$ cat config.mk
export PLATFORM = sky130hd
export DESIGN_NAME = sharedFifoTop
export DESIGN_NICKNAME = d
export VERILOG_FILES = /design/src/source/sfifoPkg.sv /design/src/source/sfifoRam.sv /design/src/source/sfifoPushCtrl.sv /design/src/source/sfifoPtrMgr.sv /design/src/source/sfifoPopCtrl.sv /design/src/source/sfifoRrArbiter.sv /design/src/source/sharedFifoTop.sv
export SDC_FILE = /design/constraint.sdc
export NUM_CORES = 1
export LEC_CHECK = 0
export BUFFER_PORTS_ARGS = -buffer_cell sky130_fd_sc_hd__buf_2
export CAP_MARGIN = 15
export CORE_MARGIN = 3
export CORE_UTILIZATION = 50
export DETAILED_ROUTE_END_ITERATION = 7
export GPL_TIMING_DRIVEN = 0
export PLACE_DENSITY = 0.64
export SKIP_CTS_REPAIR_TIMING = 1
export SLEW_MARGIN = 30
export SYNTH_ARGS = -nofsm -noshare
export SYNTH_HDL_FRONTEND = slang
export SYNTH_SLANG_ARGS = --single-unit
$ cat constraint.sdc
create_clock -name clk -period 8.5 [get_ports clk]
set_input_delay 0.425 -clock clk [delete_from_list [all_inputs] [get_ports clk]]
set_output_delay 0.425 -clock clk [all_outputs]
set_load 0.03 [all_outputs]
$ cat src/source/sfifoPkg.sv
// Shared sizing constants and vector types for the multi-queue FIFO, referenced by scoped name
`default_nettype none

package sfifoPkg;

  // Number of logical FIFOs sharing the storage
  localparam int NumFifos = 4;
  // Total shared entries across all FIFOs
  localparam int Depth = 16;
  // Data word width
  localparam int Width = 8;

  // Derived widths
  localparam int AddrWidth = $clog2(Depth);
  localparam int FifoIdWidth = $clog2(NumFifos);
  // Counts must reach Depth itself
  localparam int CountWidth = $clog2(Depth + 1);

  // One data word
  typedef logic [Width-1:0] dataT;
  // Entry address in the shared RAMs
  typedef logic [AddrWidth-1:0] addrT;
  // Logical FIFO index
  typedef logic [FifoIdWidth-1:0] fifoIdT;
  // Occupancy or credit count
  typedef logic [CountWidth-1:0] countT;
  // One flag per logical FIFO
  typedef logic [NumFifos-1:0] fifoVecT;

endpackage

`default_nettype wire

$ cat src/source/sfifoRam.sv
// Single write, single read register-array RAM with one-cycle read, used for data and pointers
`timescale 1ns/10ps
`default_nettype none

module sfifoRam #(
  parameter int DataWidth = 8
) (
  input  logic                 clk,
  input  logic                 wrValid,
  input  sfifoPkg::addrT       wrAddr,
  input  logic [DataWidth-1:0] wrData,
  input  logic                 rdValid,
  input  sfifoPkg::addrT       rdAddr,
  output logic                 rdDataValid,
  output logic [DataWidth-1:0] rdData
);

  logic [DataWidth-1:0] mem [sfifoPkg::Depth];

  // Write and registered read share the edge, so a same-cycle read sees old data
  always_ff @(posedge clk) begin
    if (wrValid) begin
      mem[wrAddr] <= wrData;
    end
    rdDataValid <= rdValid;
    if (rdValid) begin
      rdData <= mem[rdAddr];
    end
  end

endmodule

`default_nettype wire

$ cat src/source/sfifoPushCtrl.sv
// Push-side controller: credit return, free-address queue and data RAM write for each push
`timescale 1ns/10ps
`default_nettype none

module sfifoPushCtrl (
  input  logic              clk,
  input  logic              rstN,
  input  logic              pushSenderInReset,
  output logic              pushReceiverInReset,
  input  logic              pushCreditStall,
  output logic              pushCredit,
  input  logic              pushValid,
  input  sfifoPkg::dataT    pushData,
  input  sfifoPkg::fifoIdT  pushFifoId,
  output logic              pushFull,
  output logic              dataRamWrValid,
  output sfifoPkg::addrT    dataRamWrAddr,
  output sfifoPkg::dataT    dataRamWrData,
  output logic              nextTailValid,
  output sfifoPkg::fifoIdT  nextTailFifo,
  output sfifoPkg::addrT    nextTail,
  input  logic              deallocValid,
  input  sfifoPkg::addrT    deallocAddr
);

  // Sender reset clears everything below the credit interface
  logic localRstN;

  // Free-address circular queue
  sfifoPkg::addrT  freeList [sfifoPkg::Depth];
  sfifoPkg::addrT  freeRdPtrQ;
  sfifoPkg::addrT  freeWrPtrQ;
  sfifoPkg::countT freeCountQ;

  // Credits owed to the sender
  sfifoPkg::countT pendCreditQ;
  logic            creditIssue;

  assign localRstN = rstN && !pushSenderInReset;

  // Push lands in the data RAM in its own cycle
  assign dataRamWrValid = pushValid;
  assign dataRamWrAddr  = freeList[freeRdPtrQ];
  assign dataRamWrData  = pushData;

  // Same entry handed to the pointer manager for linking
  assign nextTailValid = pushValid;
  assign nextTailFifo  = pushFifoId;
  assign nextTail      = freeList[freeRdPtrQ];

  assign pushFull = freeCountQ == '0;

  // One credit per cycle while owed and not stalled
  assign creditIssue = (pendCreditQ != '0) && !pushCreditStall;

  // Receiver reset indication follows the local reset input only
  always_ff @(posedge clk) begin
    pushReceiverInReset <= !rstN;
  end

  always_ff @(posedge clk) begin
    if (!localRstN) begin
      pushCredit  <= 1'b0;
      pendCreditQ <= sfifoPkg::countT'(sfifoPkg::Depth);
      freeRdPtrQ  <= '0;
      freeWrPtrQ  <= '0;
      freeCountQ  <= sfifoPkg::countT'(sfifoPkg::Depth);
      // Every address starts out free
      for (int i = 0; i < sfifoPkg::Depth; i++) begin
        freeList[i] <= sfifoPkg::addrT'(i);
      end
    end else begin
      pushCredit  <= creditIssue;
      pendCreditQ <= pendCreditQ + sfifoPkg::countT'(deallocValid)
                     - sfifoPkg::countT'(creditIssue);
      freeCountQ  <= freeCountQ + sfifoPkg::countT'(deallocValid)
                     - sfifoPkg::countT'(pushValid);
      // Allocation pops the queue head
      if (pushValid) begin
        freeRdPtrQ <= freeRdPtrQ + 1'b1;
      end
      // Freed entries go to the back
      if (deallocValid) begin
        freeList[freeWrPtrQ] <= deallocAddr;
        freeWrPtrQ           <= freeWrPtrQ + 1'b1;
      end
    end
  end

endmodule

`default_nettype wire

$ cat src/source/sfifoPtrMgr.sv
// Per-FIFO linked-list bookkeeping: heads, tails and counts, with links kept in the pointer RAM
`timescale 1ns/10ps
`default_nettype none

module sfifoPtrMgr (
  input  logic                                    clk,
  input  logic                                    rstN,
  input  logic                                    nextTailValid,
  input  sfifoPkg::fifoIdT                        nextTailFifo,
  input  sfifoPkg::addrT                          nextTail,
  output sfifoPkg::fifoVecT                       headValid,
  output sfifoPkg::addrT [sfifoPkg::NumFifos-1:0] head,
  input  sfifoPkg::fifoVecT                       headReady,
  output sfifoPkg::fifoVecT                       ramEmpty,
  output logic                                    ptrRamWrValid,
  output sfifoPkg::addrT                          ptrRamWrAddr,
  output sfifoPkg::addrT                          ptrRamWrData,
  output logic                                    ptrRamRdValid,
  output sfifoPkg::addrT                          ptrRamRdAddr,
  input  logic                                    ptrRamRdDataValid,
  input  sfifoPkg::addrT                          ptrRamRdData
);

  sfifoPkg::addrT  [sfifoPkg::NumFifos-1:0] headQ;
  sfifoPkg::addrT  [sfifoPkg::NumFifos-1:0] tailQ;
  sfifoPkg::countT [sfifoPkg::NumFifos-1:0] countQ;

  // Successor read outstanding per FIFO
  sfifoPkg::fifoVecT rdPendQ;
  sfifoPkg::fifoIdT  rdFifoQ;

  sfifoPkg::fifoVecT appendVec;
  sfifoPkg::fifoVecT takeHead;
  sfifoPkg::fifoIdT  takeFifo;
  logic              rdReturn;

  assign head = headQ;

  always_comb begin
    takeFifo = '0;
    for (int f = 0; f < sfifoPkg::NumFifos; f++) begin
      ramEmpty[f]  = countQ[f] == '0;
      // Head hidden until the successor pointer is back
      headValid[f] = !ramEmpty[f] && !rdPendQ[f];
      appendVec[f] = nextTailValid && (nextTailFifo == sfifoPkg::fifoIdT'(f));
      takeHead[f]  = headValid[f] && headReady[f];
      if (takeHead[f]) begin
        takeFifo = sfifoPkg::fifoIdT'(f);
      end
    end
  end

  // Link old tail to the new entry when the list is not empty
  assign ptrRamWrValid = nextTailValid && !ramEmpty[nextTailFifo];
  assign ptrRamWrAddr  = tailQ[nextTailFifo];
  assign ptrRamWrData  = nextTail;

  // Fetch the successor only if one is already linked
  assign ptrRamRdValid = (|takeHead) && (countQ[takeFifo] > sfifoPkg::countT'(1));
  assign ptrRamRdAddr  = headQ[takeFifo];

  // Stale returns after a reset are ignored
  assign rdReturn = ptrRamRdDataValid && rdPendQ[rdFifoQ];

  always_ff @(posedge clk) begin
    if (!rstN) begin
      countQ  <= '0;
      rdPendQ <= '0;
    end else begin
      for (int f = 0; f < sfifoPkg::NumFifos; f++) begin
        countQ[f] <= countQ[f] + sfifoPkg::countT'(appendVec[f])
                     - sfifoPkg::countT'(takeHead[f]);
      end
      if (ptrRamRdValid) begin
        rdPendQ[takeFifo] <= 1'b1;
      end
      if (rdReturn) begin
        rdPendQ[rdFifoQ] <= 1'b0;
      end
    end
  end

  // Pointer payload, qualified by the counts above
  always_ff @(posedge clk) begin
    if (ptrRamRdValid) begin
      rdFifoQ <= takeFifo;
    end
    if (rdReturn) begin
      headQ[rdFifoQ] <= ptrRamRdData;
    end
    if (nextTailValid) begin
      tailQ[nextTailFifo] <= nextTail;
      // New entry becomes head when the list is or is about to be empty
      if (ramEmpty[nextTailFifo] ||
          (takeHead[nextTailFifo] && countQ[nextTailFifo] == sfifoPkg::countT'(1))) begin
        headQ[nextTailFifo] <= nextTail;
      end
    end
  end

endmodule

`default_nettype wire

$ cat src/source/sfifoPopCtrl.sv
// Pop-side controller: arbiter requests, data RAM reads, staging slots and address release
`timescale 1ns/10ps
`default_nettype none

module sfifoPopCtrl (
  input  logic                                    clk,
  input  logic                                    rstN,
  input  sfifoPkg::fifoVecT                       headValid,
  input  sfifoPkg::addrT [sfifoPkg::NumFifos-1:0] head,
  output sfifoPkg::fifoVecT                       headReady,
  input  sfifoPkg::fifoVecT                       ramEmpty,
  output sfifoPkg::fifoVecT                       popValid,
  output sfifoPkg::dataT [sfifoPkg::NumFifos-1:0] popData,
  input  sfifoPkg::fifoVecT                       popReady,
  output sfifoPkg::fifoVecT                       popEmpty,
  output logic                                    dataRamRdValid,
  output sfifoPkg::addrT                          dataRamRdAddr,
  input  logic                                    dataRamRdDataValid,
  input  sfifoPkg::dataT                          dataRamRdData,
  output logic                                    deallocValid,
  output sfifoPkg::addrT                          deallocAddr,
  output sfifoPkg::fifoVecT                       arbRequest,
  input  sfifoPkg::fifoVecT                       arbGrant,
  output logic                                    arbEnablePriorityUpdate
);

  // Staging slot per FIFO
  sfifoPkg::fifoVecT                       slotValidQ;
  sfifoPkg::dataT [sfifoPkg::NumFifos-1:0] slotDataQ;
  sfifoPkg::addrT [sfifoPkg::NumFifos-1:0] slotAddrQ;

  // Popped addresses waiting for the single dealloc port
  sfifoPkg::fifoVecT                       freePendQ;
  sfifoPkg::addrT [sfifoPkg::NumFifos-1:0] freeAddrQ;
  sfifoPkg::fifoIdT                        freeFifo;
  sfifoPkg::fifoVecT                       freeSel;

  // Data RAM read in flight
  logic              rdPendQ;
  sfifoPkg::fifoIdT  rdFifoQ;
  sfifoPkg::addrT    rdAddrQ;
  sfifoPkg::fifoIdT  grantFifo;
  sfifoPkg::fifoVecT reserved;
  sfifoPkg::fifoVecT popXfer;
  logic              fillSlot;

  assign reserved = rdPendQ ? (sfifoPkg::fifoVecT'(1) << rdFifoQ) : '0;

  // Slot not shown until its previous address has been released
  assign popValid = slotValidQ & ~freePendQ;
  assign popData  = slotDataQ;
  assign popXfer  = popValid & popReady;
  assign popEmpty = ramEmpty & ~slotValidQ & ~reserved;

  // Request when a head is offered and the slot is free or draining
  assign arbRequest = headValid & ~reserved & (~slotValidQ | popXfer);
  assign headReady  = arbGrant & arbRequest;

  always_comb begin
    grantFifo = '0;
    freeFifo  = '0;
    for (int f = 0; f < sfifoPkg::NumFifos; f++) begin
      if (headReady[f]) begin
        grantFifo = sfifoPkg::fifoIdT'(f);
      end
    end
    // Lowest pending FIFO releases first
    for (int f = sfifoPkg::NumFifos - 1; f >= 0; f--) begin
      if (freePendQ[f]) begin
        freeFifo = sfifoPkg::fifoIdT'(f);
      end
    end
  end

  assign dataRamRdValid          = |headReady;
  assign dataRamRdAddr           = head[grantFifo];
  assign arbEnablePriorityUpdate = dataRamRdValid;

  assign deallocValid = |freePendQ;
  assign deallocAddr  = freeAddrQ[freeFifo];
  assign freeSel      = deallocValid ? (sfifoPkg::fifoVecT'(1) << freeFifo) : '0;

  // Only reads issued since reset fill a slot
  assign fillSlot = dataRamRdDataValid && rdPendQ;

  always_ff @(posedge clk) begin
    if (!rstN) begin
      slotValidQ <= '0;
      freePendQ  <= '0;
      rdPendQ    <= 1'b0;
    end else begin
      rdPendQ    <= dataRamRdValid;
      freePendQ  <= (freePendQ & ~freeSel) | popXfer;
      slotValidQ <= slotValidQ & ~popXfer;
      if (fillSlot) begin
        slotValidQ[rdFifoQ] <= 1'b1;
      end
    end
  end

  // Read tracking and slot payload
  always_ff @(posedge clk) begin
    if (dataRamRdValid) begin
      rdFifoQ <= grantFifo;
      rdAddrQ <= dataRamRdAddr;
    end
    if (fillSlot) begin
      slotDataQ[rdFifoQ] <= dataRamRdData;
      slotAddrQ[rdFifoQ] <= rdAddrQ;
    end
    for (int f = 0; f < sfifoPkg::NumFifos; f++) begin
      if (popXfer[f]) begin
        freeAddrQ[f] <= slotAddrQ[f];
      end
    end
  end

endmodule

`default_nettype wire

$ cat src/source/sfifoRrArbiter.sv
// Round-robin arbiter granting one FIFO per cycle, priority advancing only on update enable
`timescale 1ns/10ps
`default_nettype none

module sfifoRrArbiter (
  input  logic              clk,
  input  logic              rstN,
  input  sfifoPkg::fifoVecT request,
  input  logic              enablePriorityUpdate,
  output sfifoPkg::fifoVecT grant
);

  // Last granted FIFO, search starts just after it
  sfifoPkg::fifoIdT lastQ;
  sfifoPkg::fifoIdT grantIdx;
  sfifoPkg::fifoIdT idx;
  logic             found;

  always_comb begin
    grant    = '0;
    grantIdx = lastQ;
    found    = 1'b0;
    idx      = lastQ;
    // Index wraps in the id width, last grantee checked last
    for (int i = 1; i <= sfifoPkg::NumFifos; i++) begin
      idx = lastQ + sfifoPkg::fifoIdT'(i);
      if (!found && request[idx]) begin
        grant[idx] = 1'b1;
        grantIdx   = idx;
        found      = 1'b1;
      end
    end
  end

  // FIFO 0 wins first after reset
  always_ff @(posedge clk) begin
    if (!rstN) begin
      lastQ <= sfifoPkg::fifoIdT'(sfifoPkg::NumFifos - 1);
    end else if (enablePriorityUpdate && found) begin
      lastQ <= grantIdx;
    end
  end

endmodule

`default_nettype wire

$ cat src/source/sharedFifoTop.sv
// Top level of the shared-storage FIFO: controllers, arbiter and both RAMs wired together
`timescale 1ns/10ps
`default_nettype none

module sharedFifoTop (
  input  logic                                    clk,
  input  logic                                    rstN,
  input  logic                                    pushSenderInReset,
  output logic                                    pushReceiverInReset,
  input  logic                                    pushCreditStall,
  output logic                                    pushCredit,
  input  logic                                    pushValid,
  input  sfifoPkg::dataT                          pushData,
  input  sfifoPkg::fifoIdT                        pushFifoId,
  output logic                                    pushFull,
  output sfifoPkg::fifoVecT                       popValid,
  input  sfifoPkg::fifoVecT                       popReady,
  output sfifoPkg::dataT [sfifoPkg::NumFifos-1:0] popData,
  output sfifoPkg::fifoVecT                       popEmpty
);

  // Downstream reset includes the sender being in reset
  logic eitherRstN;

  logic                                    nextTailValid;
  sfifoPkg::fifoIdT                        nextTailFifo;
  sfifoPkg::addrT                          nextTail;
  logic                                    deallocValid;
  sfifoPkg::addrT                          deallocAddr;
  sfifoPkg::fifoVecT                       headValid;
  sfifoPkg::fifoVecT                       headReady;
  sfifoPkg::addrT [sfifoPkg::NumFifos-1:0] head;
  sfifoPkg::fifoVecT                       ramEmpty;
  sfifoPkg::fifoVecT                       arbRequest;
  sfifoPkg::fifoVecT                       arbGrant;
  logic                                    arbEnablePriorityUpdate;

  // Data RAM ports
  logic           dataRamWrValid;
  sfifoPkg::addrT dataRamWrAddr;
  sfifoPkg::dataT dataRamWrData;
  logic           dataRamRdValid;
  sfifoPkg::addrT dataRamRdAddr;
  logic           dataRamRdDataValid;
  sfifoPkg::dataT dataRamRdData;

  // Pointer RAM ports
  logic           ptrRamWrValid;
  sfifoPkg::addrT ptrRamWrAddr;
  sfifoPkg::addrT ptrRamWrData;
  logic           ptrRamRdValid;
  sfifoPkg::addrT ptrRamRdAddr;
  logic           ptrRamRdDataValid;
  sfifoPkg::addrT ptrRamRdData;

  assign eitherRstN = rstN && !pushSenderInReset;

  sfifoPushCtrl sfifoPushCtrl_i (
    .clk, .rstN, .pushSenderInReset, .pushReceiverInReset, .pushCreditStall,
    .pushCredit, .pushValid, .pushData, .pushFifoId, .pushFull,
    .dataRamWrValid, .dataRamWrAddr, .dataRamWrData,
    .nextTailValid, .nextTailFifo, .nextTail, .deallocValid, .deallocAddr
  );

  sfifoPtrMgr sfifoPtrMgr_i (
    .clk, .rstN(eitherRstN), .nextTailValid, .nextTailFifo, .nextTail,
    .headValid, .head, .headReady, .ramEmpty,
    .ptrRamWrValid, .ptrRamWrAddr, .ptrRamWrData, .ptrRamRdValid, .ptrRamRdAddr,
    .ptrRamRdDataValid, .ptrRamRdData
  );

  sfifoPopCtrl sfifoPopCtrl_i (
    .clk, .rstN(eitherRstN), .headValid, .head, .headReady, .ramEmpty,
    .popValid, .popData, .popReady, .popEmpty,
    .dataRamRdValid, .dataRamRdAddr, .dataRamRdDataValid, .dataRamRdData,
    .deallocValid, .deallocAddr, .arbRequest, .arbGrant, .arbEnablePriorityUpdate
  );

  sfifoRrArbiter sfifoRrArbiter_i (
    .clk, .rstN(eitherRstN), .request(arbRequest),
    .enablePriorityUpdate(arbEnablePriorityUpdate), .grant(arbGrant)
  );

  sfifoRam #(.DataWidth(sfifoPkg::Width)) dataRam_i (
    .clk, .wrValid(dataRamWrValid), .wrAddr(dataRamWrAddr), .wrData(dataRamWrData),
    .rdValid(dataRamRdValid), .rdAddr(dataRamRdAddr),
    .rdDataValid(dataRamRdDataValid), .rdData(dataRamRdData)
  );

  sfifoRam #(.DataWidth(sfifoPkg::AddrWidth)) ptrRam_i (
    .clk, .wrValid(ptrRamWrValid), .wrAddr(ptrRamWrAddr), .wrData(ptrRamWrData),
    .rdValid(ptrRamRdValid), .rdAddr(ptrRamRdAddr),
    .rdDataValid(ptrRamRdDataValid), .rdData(ptrRamRdData)
  );

endmodule

`default_nettype wire

==> results of run 1 <==
## cells in the mapped netlist, types with 7 or more instances
library cell	count	area, µm²
a21oi_1	50	250
a22o_1	9	78.8
a22oi_1	7	52.6
and2_1	20	125
buf_1	7	26.3
buf_6	8	90.1
clkbuf_1	25	93.8
dfxtp_1	77	1540
edfxtp_1	356	10700
ha_1	49	613
inv_1	66	248
mux2_2	29	327
mux2i_1	140	1400
mux4_2	22	495
nand2_1	130	488
nand2b_1	10	62.6
nand3_1	27	135
nor2_1	154	578
nor2b_1	11	68.8
nor3_1	13	65.1
o21ai_0	23	115
o22ai_1	12	75.1
or3_1	8	50.1
xnor2_1	9	78.8
xor2_1	13	114
## area by class of cell
type                    instances  share of cell area (%)
flip-flops and latches        433                    57.2
multi-input cells             837                    29.0
clock buffers                  60                    5.96
well taps                     504                    2.95
repair buffers                 61                    1.43
plain buffers                  46                    1.39
inverters                      70                    1.26
clock inverters                19                   0.837
## cells by family after synthesis
| kind of cell | count (synthesis) | share of synthesized area, % |
|---|---|---|
| xor+xnor | 22 | 1.02 |
| buf+inv | 116 | 2.99 |
| compound gates | 146 | 5.25 |
| fa+ha+maj | 55 | 3.87 |
| mux | 192 | 11.8 |
| flops | 433 | 64.5 |
| simple gates | 422 | 10.5 |
## metal layers
metal / wire (µm) / share of wire [%] / vias to the layer above / global-route usage [%]
met4: 1090 / 2.7 / 0 / 6.15
met5: 0 / 0 / - / 0
li1: - / - / 5305 / -
met2: 19500 / 48 / 323 / 33.4
met1: 18100 / 44 / 5502 / 28.5
met3: 2160 / 5.3 / 81 / 3.00
## placed cells by master, fill, tap and decap left out, drive strengths merged, types with 9 or more instances in the layout
cell      n
a21oi    51
a22o      9
and2     22
buf      82
clkbuf   85
clkinv   15
dfxtp    77
edfxtp  356
ha       49
inv      70
mux2     30
mux2i   140
mux4     22
nand2   130
nand2b   11
nand3    27
nor2    156
nor2b    11
nor3     14
o21ai    29
o22ai    13
or3       9
xnor2     9
xor2     13
## registers in the layout, summed over array words and instances (netlist names), 2 cells and up, named ones only
name	flops
dataRam_i.mem	128
dataRam_i.rdData	8
ptrRam_i.mem	64
ptrRam_i.rdData	4
sfifoPopCtrl_i.freeAddrQ	16
sfifoPopCtrl_i.freePendQ	4
sfifoPopCtrl_i.popData	32
sfifoPopCtrl_i.rdAddrQ	4
sfifoPopCtrl_i.rdFifoQ	2
sfifoPopCtrl_i.slotAddrQ	16
sfifoPopCtrl_i.slotValidQ	4
sfifoPtrMgr_i.countQ	20
sfifoPtrMgr_i.head	16
sfifoPtrMgr_i.rdFifoQ	2
sfifoPtrMgr_i.rdPendQ	4
sfifoPtrMgr_i.tailQ	16
sfifoPushCtrl_i.freeCountQ	5
sfifoPushCtrl_i.freeList	64
sfifoPushCtrl_i.freeRdPtrQ	4
sfifoPushCtrl_i.freeWrPtrQ	4
sfifoPushCtrl_i.pendCreditQ	5
sfifoRrArbiter_i.lastQ	2
## path summary, 6_finish.rpt
path	endpoint	depth (start not counted)	slack, ns	start
worst max-delay path	dataRam_i.rdData[5]	18	3.05	sfifoRrArbiter_i.lastQ[1]
worst min-delay path	sfifoPushCtrl_i.pushReceiverInReset	2	0.06	rstN
worst max register to register	dataRam_i.rdData[5]	18	3.05	sfifoRrArbiter_i.lastQ[1]
worst min register to register	sfifoPopCtrl_i.freeAddrQ[0]	0	0.42	sfifoPopCtrl_i.slotAddrQ[0]
## power groups by stage
stage	sequential (W)	clock, W	combinational, W
3_3_place_gp	0.00252	0	0.00158
6_report	0.00248	0.00192	0.00159
4_1_cts	0.00248	0.00196	0.00160
3_5_place_dp	0.00252	0	0.00159
5_1_grt	0.00249	0.00205	0.00173
2_1_floorplan	0.00251	0	0.00120
## through the flow
stage	cells	total power, W	setup WS [ns]	hold slack [ns]	instance area (µm²)
after floorplan	1386	0.00371	4.30	0.400	19000
after CTS	2030	0.00604	3.14	0.0390	21400
after global placement	1951	0.00410	2.91	0.404	19900
after detailed placement	1951	0.00412	3.23	0.405	19900
final	2030	0.00599	3.05	0.0592	21400
after global routing	2030	0.00627	2.76	0.0540	21400
## critical path: cells and delay by family (launching register included)
family / cells / cell delay, ns
adder cells (fa/ha/maj): 1 / 0.32
buffers and inverters: 6 / 1.47
AO/OA/AOI/OAI: 6 / 1.51
flip-flops: 1 / 0.46
multiplexers: 1 / 0.19
AND/OR/NAND/NOR: 4 / 1.19
==> results.txt, run 1 <==
- Outcome: completed
* Final max-slew violation count: 0
- From left edge to right edge, the die measures 201 µm.
- Post-synth EDFFs: 356
- Standard-cell row count: 70
- Total negative slack for setup checks: 0 ns
- CTS H-Tree Depth: 2
- First-pass GRT wire length: 64.2 mm
- Setup repair after global routing missed its margin: no
* Cell count after synthesis: 1,386
- Clock Tree Root: clkbuf_16
- Wirelength, routed: 40.8 mm
* Top-level I/O count: 62
- Ratio of routed vias to standard cells: 5.52
* Logic gate share of total power: 26.6%
- Area used by multi-input combinational logic: 6190 µm²
- Final hold violations: 0
- Minimum period implied by the final worst setup slack: 5.45 ns
* Detailed-route via count: 11,200
- For this run, design rule violations remaining after detail routing come to 0.
* Post-synthesis cell area: 19,000 µm²
* Clock skew after layout: 0.0129 ns
* Drt initial violations: 686
- Area of the core: 37,000 µm²
* Number of library cell types mapped by synthesis: 78
* Worst voltage drop across the vdd grid: 0.000234 V
- Register cell area after layout: 12,200 µm²
- The critical path goes through clkbuf_1 -> inv_1 -> ha_1 -> clkbuf_1 -> a211oi_1 -> nor4_4 -> a311oi_1 -> a221oi_2 -> nor2_2 -> nand4_1 -> o211ai_1 -> and2_4 -> inv_4 -> buf_6 -> buf_8 -> mux2i_1 -> o22ai_1 -> a221oi_1.
- Die Height: 201 µm
- Net switching is 28.9% of the power.
- The worst setup path is of the reg2reg kind.
- At the end of the flow the core is filled with cells to 57.8%.
- In this run, synthesis produced a sequential element count of 433.
* Startpoint type of the worst setup path: flip-flop
* Arrival time at the worst endpoint: 5.71 ns
- TritonCTS clock tree: yes
* Clk network pwr share: 32.0%
- The pre-antenna-repair detailed-routing pass consisted of 5 iterations.
- Clock slew seen by the registers of the worst setup and hold paths: 0.06 ns
- For this design the static power due to leakage is 7.53 nW.
* Total CTS buffers: 45
- Crit share post-route: 64.1%
* Synthesized netlist net count: 1,460
* Final Net Count: 1,568
- Gr ovfl total: 0
* Count of input and output buffers: 61
- In this run the deepest clock path goes through 3 buffers.
* Synth warnings: 0
- In this run the power spent charging and discharging nets is 0.00173 W.
- Max-cap violations in this run came to 0.
* Cell internal power dissipation: 0.00426 W
- Fill cells in the final layout number 2,981.
- Critical Path Slowest Stage Cell: nor4_4
- Entering global routing, the biggest net connects 25 pins.
- Dividing total power by cell area gives a power density of 280 nW/µm².
* Ratio of cells with drive above 1 in the final layout: 14.6%
- At the worst endpoint, the required time is 8.76 ns.
- Worst max-slew margin expressed relative to the limit: 35.4%
- Share of total power in sequential cells: 41.4%
- Antenna cells: 0
- Primary flip-flop cell chosen by synthesis mapping: edfxtp_1
- For the pin with the worst max-slew slack, the measured transition is 0.966 ns.
- Based on the critical path, the design can be clocked at up to 0.184 GHz.
- The count of nets left with antenna violations once routing finished came out at 0.
- Counting flops with an async set or reset pin after synthesis yields a share of 0%.
- The path class of the tightest hold or removal check is in2reg.
- Crit end category: flip-flop
- In this design, the critical path's most frequently occurring cell is clkbuf_1.
- Crit path largest cell delay: 0.59 ns
- Total die area: 40,300 µm²
- Placed wire-length estimate after detailed placement: 28.6 mm
- The initial utilization of the core area, before any placement, comes to 51.3%.
- Initial antenna violation count: 0
- Averaged over all synthesized cells, the footprint is 13.7 µm².
- Count of final setup violators: 0
- Total global-route track usage: 20.4%
- Largest fanout on the critical path: 10
* Sink count of the clock tree: 433
- Compared with the post-synthesis result, the final layout area differs by 12.8%.
* Vias in the first global route: 11,400
- Wirelength per Cell: 20.1 µm
- At the end of routability-driven placement, the weighted congestion stood at 0.870.
* Post-synthesis sequential area ratio: 64.5%
- Clock insertion delay at the later pin of the skew report: 0.55 ns
(Power assumes the default switching activity.)
==> inputs of run 2 (changes only) <==
ABC_AREA = 1   (was unset)
clock period = 5.4 ns   (was 8.5 ns; I/O delays follow)
==> results.txt, run 2 <==
- Count of final setup violators: 0 (unchanged)
* Min setup slack post-route: 0.857 ns (was 3.05 ns)
- The dominant cell type by area after synthesis is edfxtp_1 (unchanged).
- The final number of hold-violating endpoints is 0 (unchanged).
- Standard-cell row count: 72 (was 70)
* Sink count of the clock tree: 433 (unchanged)
* Remaining design rule violation count: 0 (unchanged)
- The area fraction in compound gates after synthesis was 5.80% (was 5.25%).
- Flip-flop count of the largest register after layout: 128 (unchanged)
* Most frequent cell after synthesis: edfxtp_1 (unchanged)
- Required time reported for the critical path endpoint: 5.57 ns (was 8.76 ns)
- The placeable core region came to 38,800 µm² (was 37,000 µm²).
- The standard cell with the maximum stage delay on the critical path is nor2_1 (was nor4_4).
- The detailed placement HPWL came to 34.6 mm (was 28.6 mm).
* Leading cell type in the layout, fill and taps excluded: edfxtp_1 (unchanged)
* Die Height: 205 µm (was 201 µm)
* F_max: 0.220 GHz (was 0.184 GHz)
- The first-pass iteration count of the detailed router was 5 (unchanged).
- The post-synthesis simple-gate area fraction was 20.0% (was 10.5%).
* Synth warnings: 0 (unchanged)
* Number of library cell types mapped by synthesis: 44 (was 78)
- Synthesized netlist net count: 1,983 (was 1,460)
- The maximum number of pins on one net before global-route repair came to 26 (was 25).
- Seq cells post-synth: 433 (unchanged)
- The total die area was 41,900 µm² (was 40,300 µm²).
- Main area contributors after synthesis: edfxtp_1, dfxtp_1, nand2_1 (was edfxtp_1, dfxtp_1, mux2i_1)
* Count of input and output buffers: 61 (unchanged)
* Number of cells on the worst reg-to-reg path: 9 (was 18)
- Top library cells by usage in the layout, fill and taps aside: edfxtp_1, nand2_1, inv_1 (was edfxtp_1, nor2_1, mux2i_1)
* Vias in the first global route: 13,600 (was 11,400)
- The final-layout setup total negative slack came to 0 ns (unchanged).
* Cell count after synthesis: 1,909 (was 1,386)
- Power per Cell Area: 364 nW/µm² (was 280 nW/µm²)
* Worst min-delay path category: in2reg (unchanged)
- Post-synth ARST share: 0% (unchanged)
- The total clock buffers created by CTS is 44 (was 45).
- Wirelength per Cell: 19.2 µm (was 20.1 µm)
- The time the worst path needs with I/O delays and setup came to 4.54 ns (was 5.45 ns).
- Gr ovfl total: 0 (unchanged)
* Crit-path most repeated cell: nand2_1 (was clkbuf_1)
- Synth Area per Inst: 10.3 µm² (was 13.7 µm²)
- The logic depth of the worst path, buffers included was 9 (was 18).
* Worst setup path category: reg2reg (unchanged)
- The wire length after detailed routing came to 49.3 mm (was 40.8 mm).
- Share of Yosys cell area claimed by the top area cell type: 54.1% (was 56.4%)
- The largest register by flop count is dataRam_i.mem (unchanged).
- Destination of the worst register-to-register timing path: dataRam_i.mem[11][2] (was dataRam_i.rdData[5])
* First-pass GRT wire length: 75.0 mm (was 64.2 mm)
- The data arrival at the endpoint of the critical path is 4.72 ns (was 5.71 ns).
- Leading post-synthesis cells by instance count: edfxtp_1, nand2_1, inv_1 (was edfxtp_1, nor2_1, mux2i_1).
- Max-cap violation count: 0 (unchanged)
- The number of nets in the final layout is 2,092 (was 1,568).
- Clock slew seen by the registers of the worst setup and hold paths: 0.06 ns (about the same)
* Leakage: 8.79 nW (was 7.53 nW)
- The fraction of layout instances using a drive strength above 1 came to 10.5% (was 14.6%).
* Largest buffer count on any clock path: 3 (unchanged)
- The master cell of the clock root buffer is clkbuf_16 (unchanged).
- The average via count per standard cell came to 5.47 (was 5.52).
- The weighted congestion at the end of routability-driven global placement was 0.897 (was 0.870).
- The highest net fanout along the worst path was 23 (was 10).
- Total global-route track usage: 23.4% (was 20.4%)
- Overall die width: 205 µm (was 201 µm)
* Top cell family by delay on the critical path: simple AND/OR/NAND/NOR gates (was compound AO/OA/AOI/OAI gates)
* Setup repair after global routing missed its margin: no (unchanged)
- Fillers: 3,331 (was 2,981)
- Post-synthesis sequential area ratio: 61.9% (was 64.5%)
- The worst slew margin relative to its limit came to 33.1% (was 35.4%).
- Worst setup path endpoint: dataRam_i.mem[11][2] (was dataRam_i.rdData[5])
* Post-synth EDFFs: 356 (unchanged)
- The number of antenna violations at the first check in global routing was 0 (unchanged).
- P&R area growth vs syn: 12.1% (was 12.8%)
- The main combinational cell family by area after synthesis is simple AND/OR/NAND/NOR gates (was multiplexers).
- Number of cells in the finished layout apart from fillers: 2,572 (was 2,030)
- The netlist area before placement is 19,800 µm² (was 19,000 µm²).
* Primary flip-flop cell chosen by synthesis mapping: edfxtp_1 (unchanged)
* Crit end category: flip-flop (unchanged)
- Outcome: completed (unchanged)
- Final hold slack: 0.0314 ns (was 0.0592 ns)
* Clock insertion delay at the later pin of the skew report: 0.56 ns (was 0.55 ns)
- Xor and xnor fraction of the mapped netlist area: 0.266% (was 1.02%)
- Crit path largest cell delay: 0.78 ns (was 0.59 ns)
- Transition time at the pin with the least slew margin: 1.00 ns (was 0.966 ns)
- The worst slack at placement is 0.867 ns (was 3.23 ns).
- End-of-flow core utilization: 57.0% (was 57.8%)
- Antenna-violating nets left: 0 (unchanged)
- Final max-slew violation count: 0 (unchanged)
- The number of violations reported at the end of detailed-routing iteration 0 was 1,093 (was 686).
- The H-tree depth is 2 (unchanged).
- Startpoint type of the worst setup path: flip-flop (unchanged)
- Clock skew after layout: 0.0106 ns (was 0.0129 ns)
- Initial Utilization: 50.9% (was 51.3%)
* Register-to-Register Setup Slack: 0.86 ns (was 3.05 ns)
* Mux contribution to synthesized area: 0.811% (was 11.8%)
- Biggest registers after layout: dataRam_i.mem: 128 flops, ptrRam_i.mem: 64 flops, sfifoPushCtrl_i.freeList: 64 flops (unchanged)
- The I/O pin count is 62 (unchanged).
- Antenna cells: 0 (unchanged)
- Sequence of cells on the critical path: clkbuf_1 -> buf_1 -> mux2i_1 -> o211ai_1 -> nand3_1 -> nand2_1 -> inv_1 -> nand2_1 -> nor2_1 (was clkbuf_1 -> inv_1 -> ha_1 -> clkbuf_1 -> a211oi_1 -> nor4_4 -> a311oi_1 -> a221oi_2 -> nor2_2 -> nand4_1 -> o211ai_1 -> and2_4 -> inv_4 -> buf_6 -> buf_8 -> mux2i_1 -> o22ai_1 -> a221oi_1).
- Crit share post-route: 84.1% (was 64.1%)
- Buffers plus inverters on the worst setup path: 3 (was 6)
- The worst supply voltage drop on vdd is 0.000195 V (was 0.000234 V).
- The synthesized-area fraction occupied by adder cells is 3.71% (was 3.87%).
- Detailed-route via count: 14,100 (was 11,200)
* TritonCTS clock tree: yes (unchanged)
- The number of placed cells counting well taps was 2,489 (was 1,951).
==> run 2: kinds of logic after synthesis <==
kind of cell,count (synthesis)
AND/OR/NAND/NOR,837
adder cells (fa/ha/maj),55
AO/OA/AOI/OAI,202
multiplexers,16
buffers and inverters,360
XOR/XNOR,6
flip-flops,433
==> run 2: how the worst min path moves through the flow <==
stage | startpoint | to | depth (start not counted)
after global routing | pushCreditStall | sfifoPushCtrl_i.pushCredit | 3
after global placement | sfifoPopCtrl_i.slotAddrQ[2] | sfifoPopCtrl_i.freeAddrQ[2] | 0
after detailed placement | sfifoPopCtrl_i.slotAddrQ[10] | sfifoPopCtrl_i.freeAddrQ[10] | 0
final | pushCreditStall | sfifoPushCtrl_i.pushCredit | 3
after CTS | rstN | sfifoPushCtrl_i.pushReceiverInReset | 2
after floorplan | rstN | sfifoPushCtrl_i.pushReceiverInReset | 1
==> run 2: stage by stage <==
stage | cell area [µm²] | total power (W)
after floorplan | 19800 | 0.00468
after global placement | 20700 | 0.00511
after detailed placement | 20700 | 0.00514
after CTS | 22100 | 0.00807
after global routing | 22100 | 0.00836
final | 22100 | 0.00805
==> run 2: layout make-up <==
class,count,area (µm²),share of cell area (%)
clock inverters,19,151,0.684
flip-flops and latches,433,12200,55.2
repair buffers,63,323,1.46
well taps,518,648,2.93
inverters,292,1100,4.95
plain buffers,68,377,1.70
clock buffers,63,1230,5.58
multi-input cells,1116,6090,27.5
==> run 2: per-layer routing <==
layer	track usage, %	wire [µm]
met5	0	0
met4	7.54	1510
met3	4.59	3960
met2	37.3	22400
met1	32.4	21400
==> run 2: power by group <==
part,switching (W),internal [W]
Sequential,0.0000400,0.00373
Combinational,0.000939,0.000390
Clock,0.00126,0.00169
Total,0.00224,0.00581
==> run 2: tightest hold or removal path, stage by stage <==
cell and delay [ns]:
buf_2 0.09, a31oi_1 0.05, and2_1 0.13
==> inputs of run 3 (changes only) <==
ABC_AREA = 0   (was 1)
PLACE_DENSITY = 0.67   (was 0.64)
clock period = 3.8 ns   (was 5.4 ns; I/O delays follow)
==> results.txt, run 3 (synthesized netlist as in run 1, its figures left out) <==
* Outcome: complete, but fails checks (was completed)
- Violations in the final reports: hold timing, setup timing
- The worst supply voltage drop on vdd was 0.000471 V (was 0.000195 V).
- Ratio of cells with drive above 1 in the final layout: 25.7% (was 10.5%)
* Antenna cells: 0 (unchanged)
- Setup repair after global routing missed its margin: yes (was no).
* Wirelength per Cell: 20.3 µm (was 19.2 µm)
* Largest fanout on the critical path: 10 (was 23)
- The data arrival at the endpoint of the critical path is 4.60 ns (was 4.72 ns).
- TritonCTS clock tree: yes (unchanged)
- The first-pass iteration count of the detailed router is 6 (was 5).
* Drt initial violations: 812 (was 1,093)
- Remaining design rule violation count: 0 (unchanged)
- Vias in the first global route: 11,300 (was 13,600)
* Ratio of routed vias to standard cells: 5.54 (was 5.47)
- Gr ovfl total: 0 (unchanged)
- The clock sink count is 433 (unchanged).
- Pre-CTS setup slack: -1.41 ns (was 0.867 ns)
- Initial Utilization: 51.3% (was 50.9%)
- Sequence of cells on the critical path: and3_4 -> a2111o_1 -> and3_4 -> nor4_4 -> buf_4 -> a21oi_4 -> a31o_4 -> inv_4 -> mux2_4 -> o22ai_4 -> nor2_8 -> buf_12 -> buf_8 -> mux2i_1 -> mux2i_1 -> o22ai_2 -> nor2_2 (was clkbuf_1 -> buf_1 -> mux2i_1 -> o211ai_1 -> nand3_1 -> nand2_1 -> inv_1 -> nand2_1 -> nor2_1)
- First-pass GRT wire length: 64.1 mm (was 75.0 mm)
- The final clock skew came to 0.0160 ns (was 0.0106 ns).
* Count of final setup violators: 19 (was 0)
- Leading cell type in the layout, fill and taps excluded: edfxtp_1 (unchanged)
* Buffers plus inverters on the worst setup path: 4 (was 3)
* Share of total power in sequential cells: 39.1% (was 46.9%)
- Clock Tree Root: clkbuf_16 (unchanged)
* Biggest register: dataRam_i.mem (unchanged)
- Min setup slack post-route: -0.380 ns (was 0.857 ns)
- The worst hold path class is in2reg (unchanged).
- Overall die width: 201 µm (was 205 µm)
* Total CTS buffers: 44 (unchanged)
- The post-synthesis to final-layout area growth came to 19.2% (was 12.1%).
- The endpoint kind of the worst setup timing path was a flip-flop (unchanged).
* Initial antenna violation count: 0 (unchanged)
- Worst max-slew margin expressed relative to the limit: 35.6% (was 33.1%)
* Total die area: 40,300 µm² (was 41,900 µm²)
- The share of the clock period used by the worst path was 110% (was 84.1%).
- The final cell utilization of the core was 61.2% (was 57.0%).
* Final hold violations: 1 (was 0)
- The maximum number of pins on one net before global-route repair came to 25 (was 26).
- The wire length after detailed routing came to 42.9 mm (was 49.3 mm).
* Top-level I/O count: 62 (unchanged)
* Top library cells by usage in the layout, fill and taps aside: edfxtp_1, mux2i_1, nor2_1 (was edfxtp_1, nand2_1, inv_1)
* Clock slew seen by the registers of the worst setup and hold paths: 0.06 ns (about the same)
- Transition time at the pin with the least slew margin: 0.966 ns (was 1.00 ns)
- The placeable core region is 37,000 µm² (was 38,800 µm²).
- The data required time of the worst path was 4.22 ns (was 5.57 ns).
- Switching Share: 30.3% (was 27.8%)
- The number of buffers on the longest clock path was 3 (unchanged).
* Final max-slew violation count: 0 (unchanged)
- The power share of the combinational group came to 32.1% (was 16.5%).
- The share of power burned in the clock network is 28.8% (was 36.6%).
- The sort of element at the start of the critical path is a flip-flop (unchanged).
* Cell internal power dissipation: 0.00990 W (was 0.00581 W)
* Top cell family by delay on the critical path: compound AO/OA/AOI/OAI gates (was simple AND/OR/NAND/NOR gates)
* Power per Cell Area: 629 nW/µm² (was 364 nW/µm²)
- The total of max-cap violations came to 0 (unchanged).
- Final hold slack: -0.00983 ns (was 0.0314 ns)
* Total global-route track usage: 20.2% (was 23.4%)
* CTS H-Tree Depth: 2 (unchanged)
- Placed wire-length estimate after detailed placement: 28.8 mm (was 34.6 mm)
- The achievable frequency came to 0.239 GHz (was 0.220 GHz).
- The total leakage power is 7.95 nW (was 8.79 nW).
* Clock insertion delay at the later pin of the skew report: 0.58 ns (was 0.56 ns)
- Die Height: 201 µm (was 205 µm)
- Crit path largest cell delay: 0.47 ns (was 0.78 ns)
- Standard-cell row count: 70 (was 72)
- The count of port buffers added during placement was 61 (unchanged).
- Worst setup path category: reg2reg (unchanged)
- The flip-flop count of the largest register, all copies and words added came to 128 (unchanged).
- Biggest registers after layout: dataRam_i.mem: 128 flops, ptrRam_i.mem: 64 flops, sfifoPushCtrl_i.freeList: 64 flops (unchanged).
- Critical Path Slowest Stage Cell: a2111o_1 (was nor2_1)
- The power spent charging and discharging nets is 0.00431 W (was 0.00224 W).
* Antenna-violating nets left: 0 (unchanged)
* Detailed-route via count: 11,700 (was 14,100)
- Weighted congestion reported at the end of routability-driven placement: 0.873 (was 0.897)
- Final Net Count: 1,643 (was 2,092)
- Minimum period implied by the final worst setup slack: 4.18 ns (was 4.54 ns)
-- run 3: cell count changes in the layout (fill, tap and decap cells not counted), moves of 15 or more --
cell / delta
a21oi_1: -27
buf_2: -31
buf_4: +60
inv_1: -244
mux2_2: +25
mux2i_1: +119
mux4_2: +22
nand2_1: -179
nand3_1: -197
nand3b_1: -84
o211ai_1: -15
o21ai_0: -60
-- run 3: worst min-delay path: cells and delay by family --
kind | cells | cell delay (ns)
buf+inv | 1 | 0.12
compound gates | 2 | 0.20
-- run 3: metrics by stage --
step | total power, W | TNS (ns) | area (µm²) | instances
global route | 0.0148 | -8.98 | 22600 | 2109
detailed placement | 0.00929 | -159.97 | 19900 | 1951
CTS | 0.0134 | -164.74 | 21300 | 2033
finish | 0.0142 | -4.73 | 22600 | 2109
global placement | 0.00925 | -200.31 | 19900 | 1951
floorplan | 0.00829 | -0.00463 | 19000 | 1386
-- run 3: power groups by stage --
stage / logic, W / registers, W / clock network (W)
2_1_floorplan: 0.00269 / 0.00561 / 0
3_3_place_gp: 0.00361 / 0.00563 / 0
3_5_place_dp: 0.00364 / 0.00564 / 0
4_1_cts: 0.00366 / 0.00554 / 0.00416
5_1_grt: 0.00485 / 0.00557 / 0.00436
6_report: 0.00456 / 0.00555 / 0.00410
-- run 3: metal layers --
| layer | share of wire (%) | wire length (µm) | GRT usage, % | vias to the layer above |
|---|---|---|---|---|
| li1 | - | - | - | 5474 |
| met1 | 41 | 17500 | 26.2 | 5748 |
| met2 | 50 | 21600 | 34.4 | 368 |
| met3 | 5.7 | 2450 | 3.58 | 87 |
| met4 | 3.0 | 1280 | 7.73 | 0 |
| met5 | 0 | 0 | 0 | - |
-- run 3: layout make-up --
class,count,area [µm²]
clock inverters,17,155
repair buffers,135,912
multi-input cells,838,6770
inverters,70,312
repair inverters,4,22.5
flip-flops and latches,433,12200
well taps,504,631
fillers,2851,14400
clock buffers,65,1200
plain buffers,43,350
-- run 3: final timing paths --
kind | start | endpoint | slack (ns) | depth (start not counted)
setup / recovery | sfifoPopCtrl_i.rdFifoQ[0] | dataRam_i.rdData[6] | -0.38 | 17
hold / removal | popReady[3] | sfifoPopCtrl_i.freePendQ[3] | -0.01 | 3
setup reg to reg | sfifoPopCtrl_i.rdFifoQ[0] | dataRam_i.rdData[6] | -0.38 | 17
hold reg to reg | sfifoPopCtrl_i.slotAddrQ[8] | sfifoPopCtrl_i.freeAddrQ[8] | 0.41 | 0
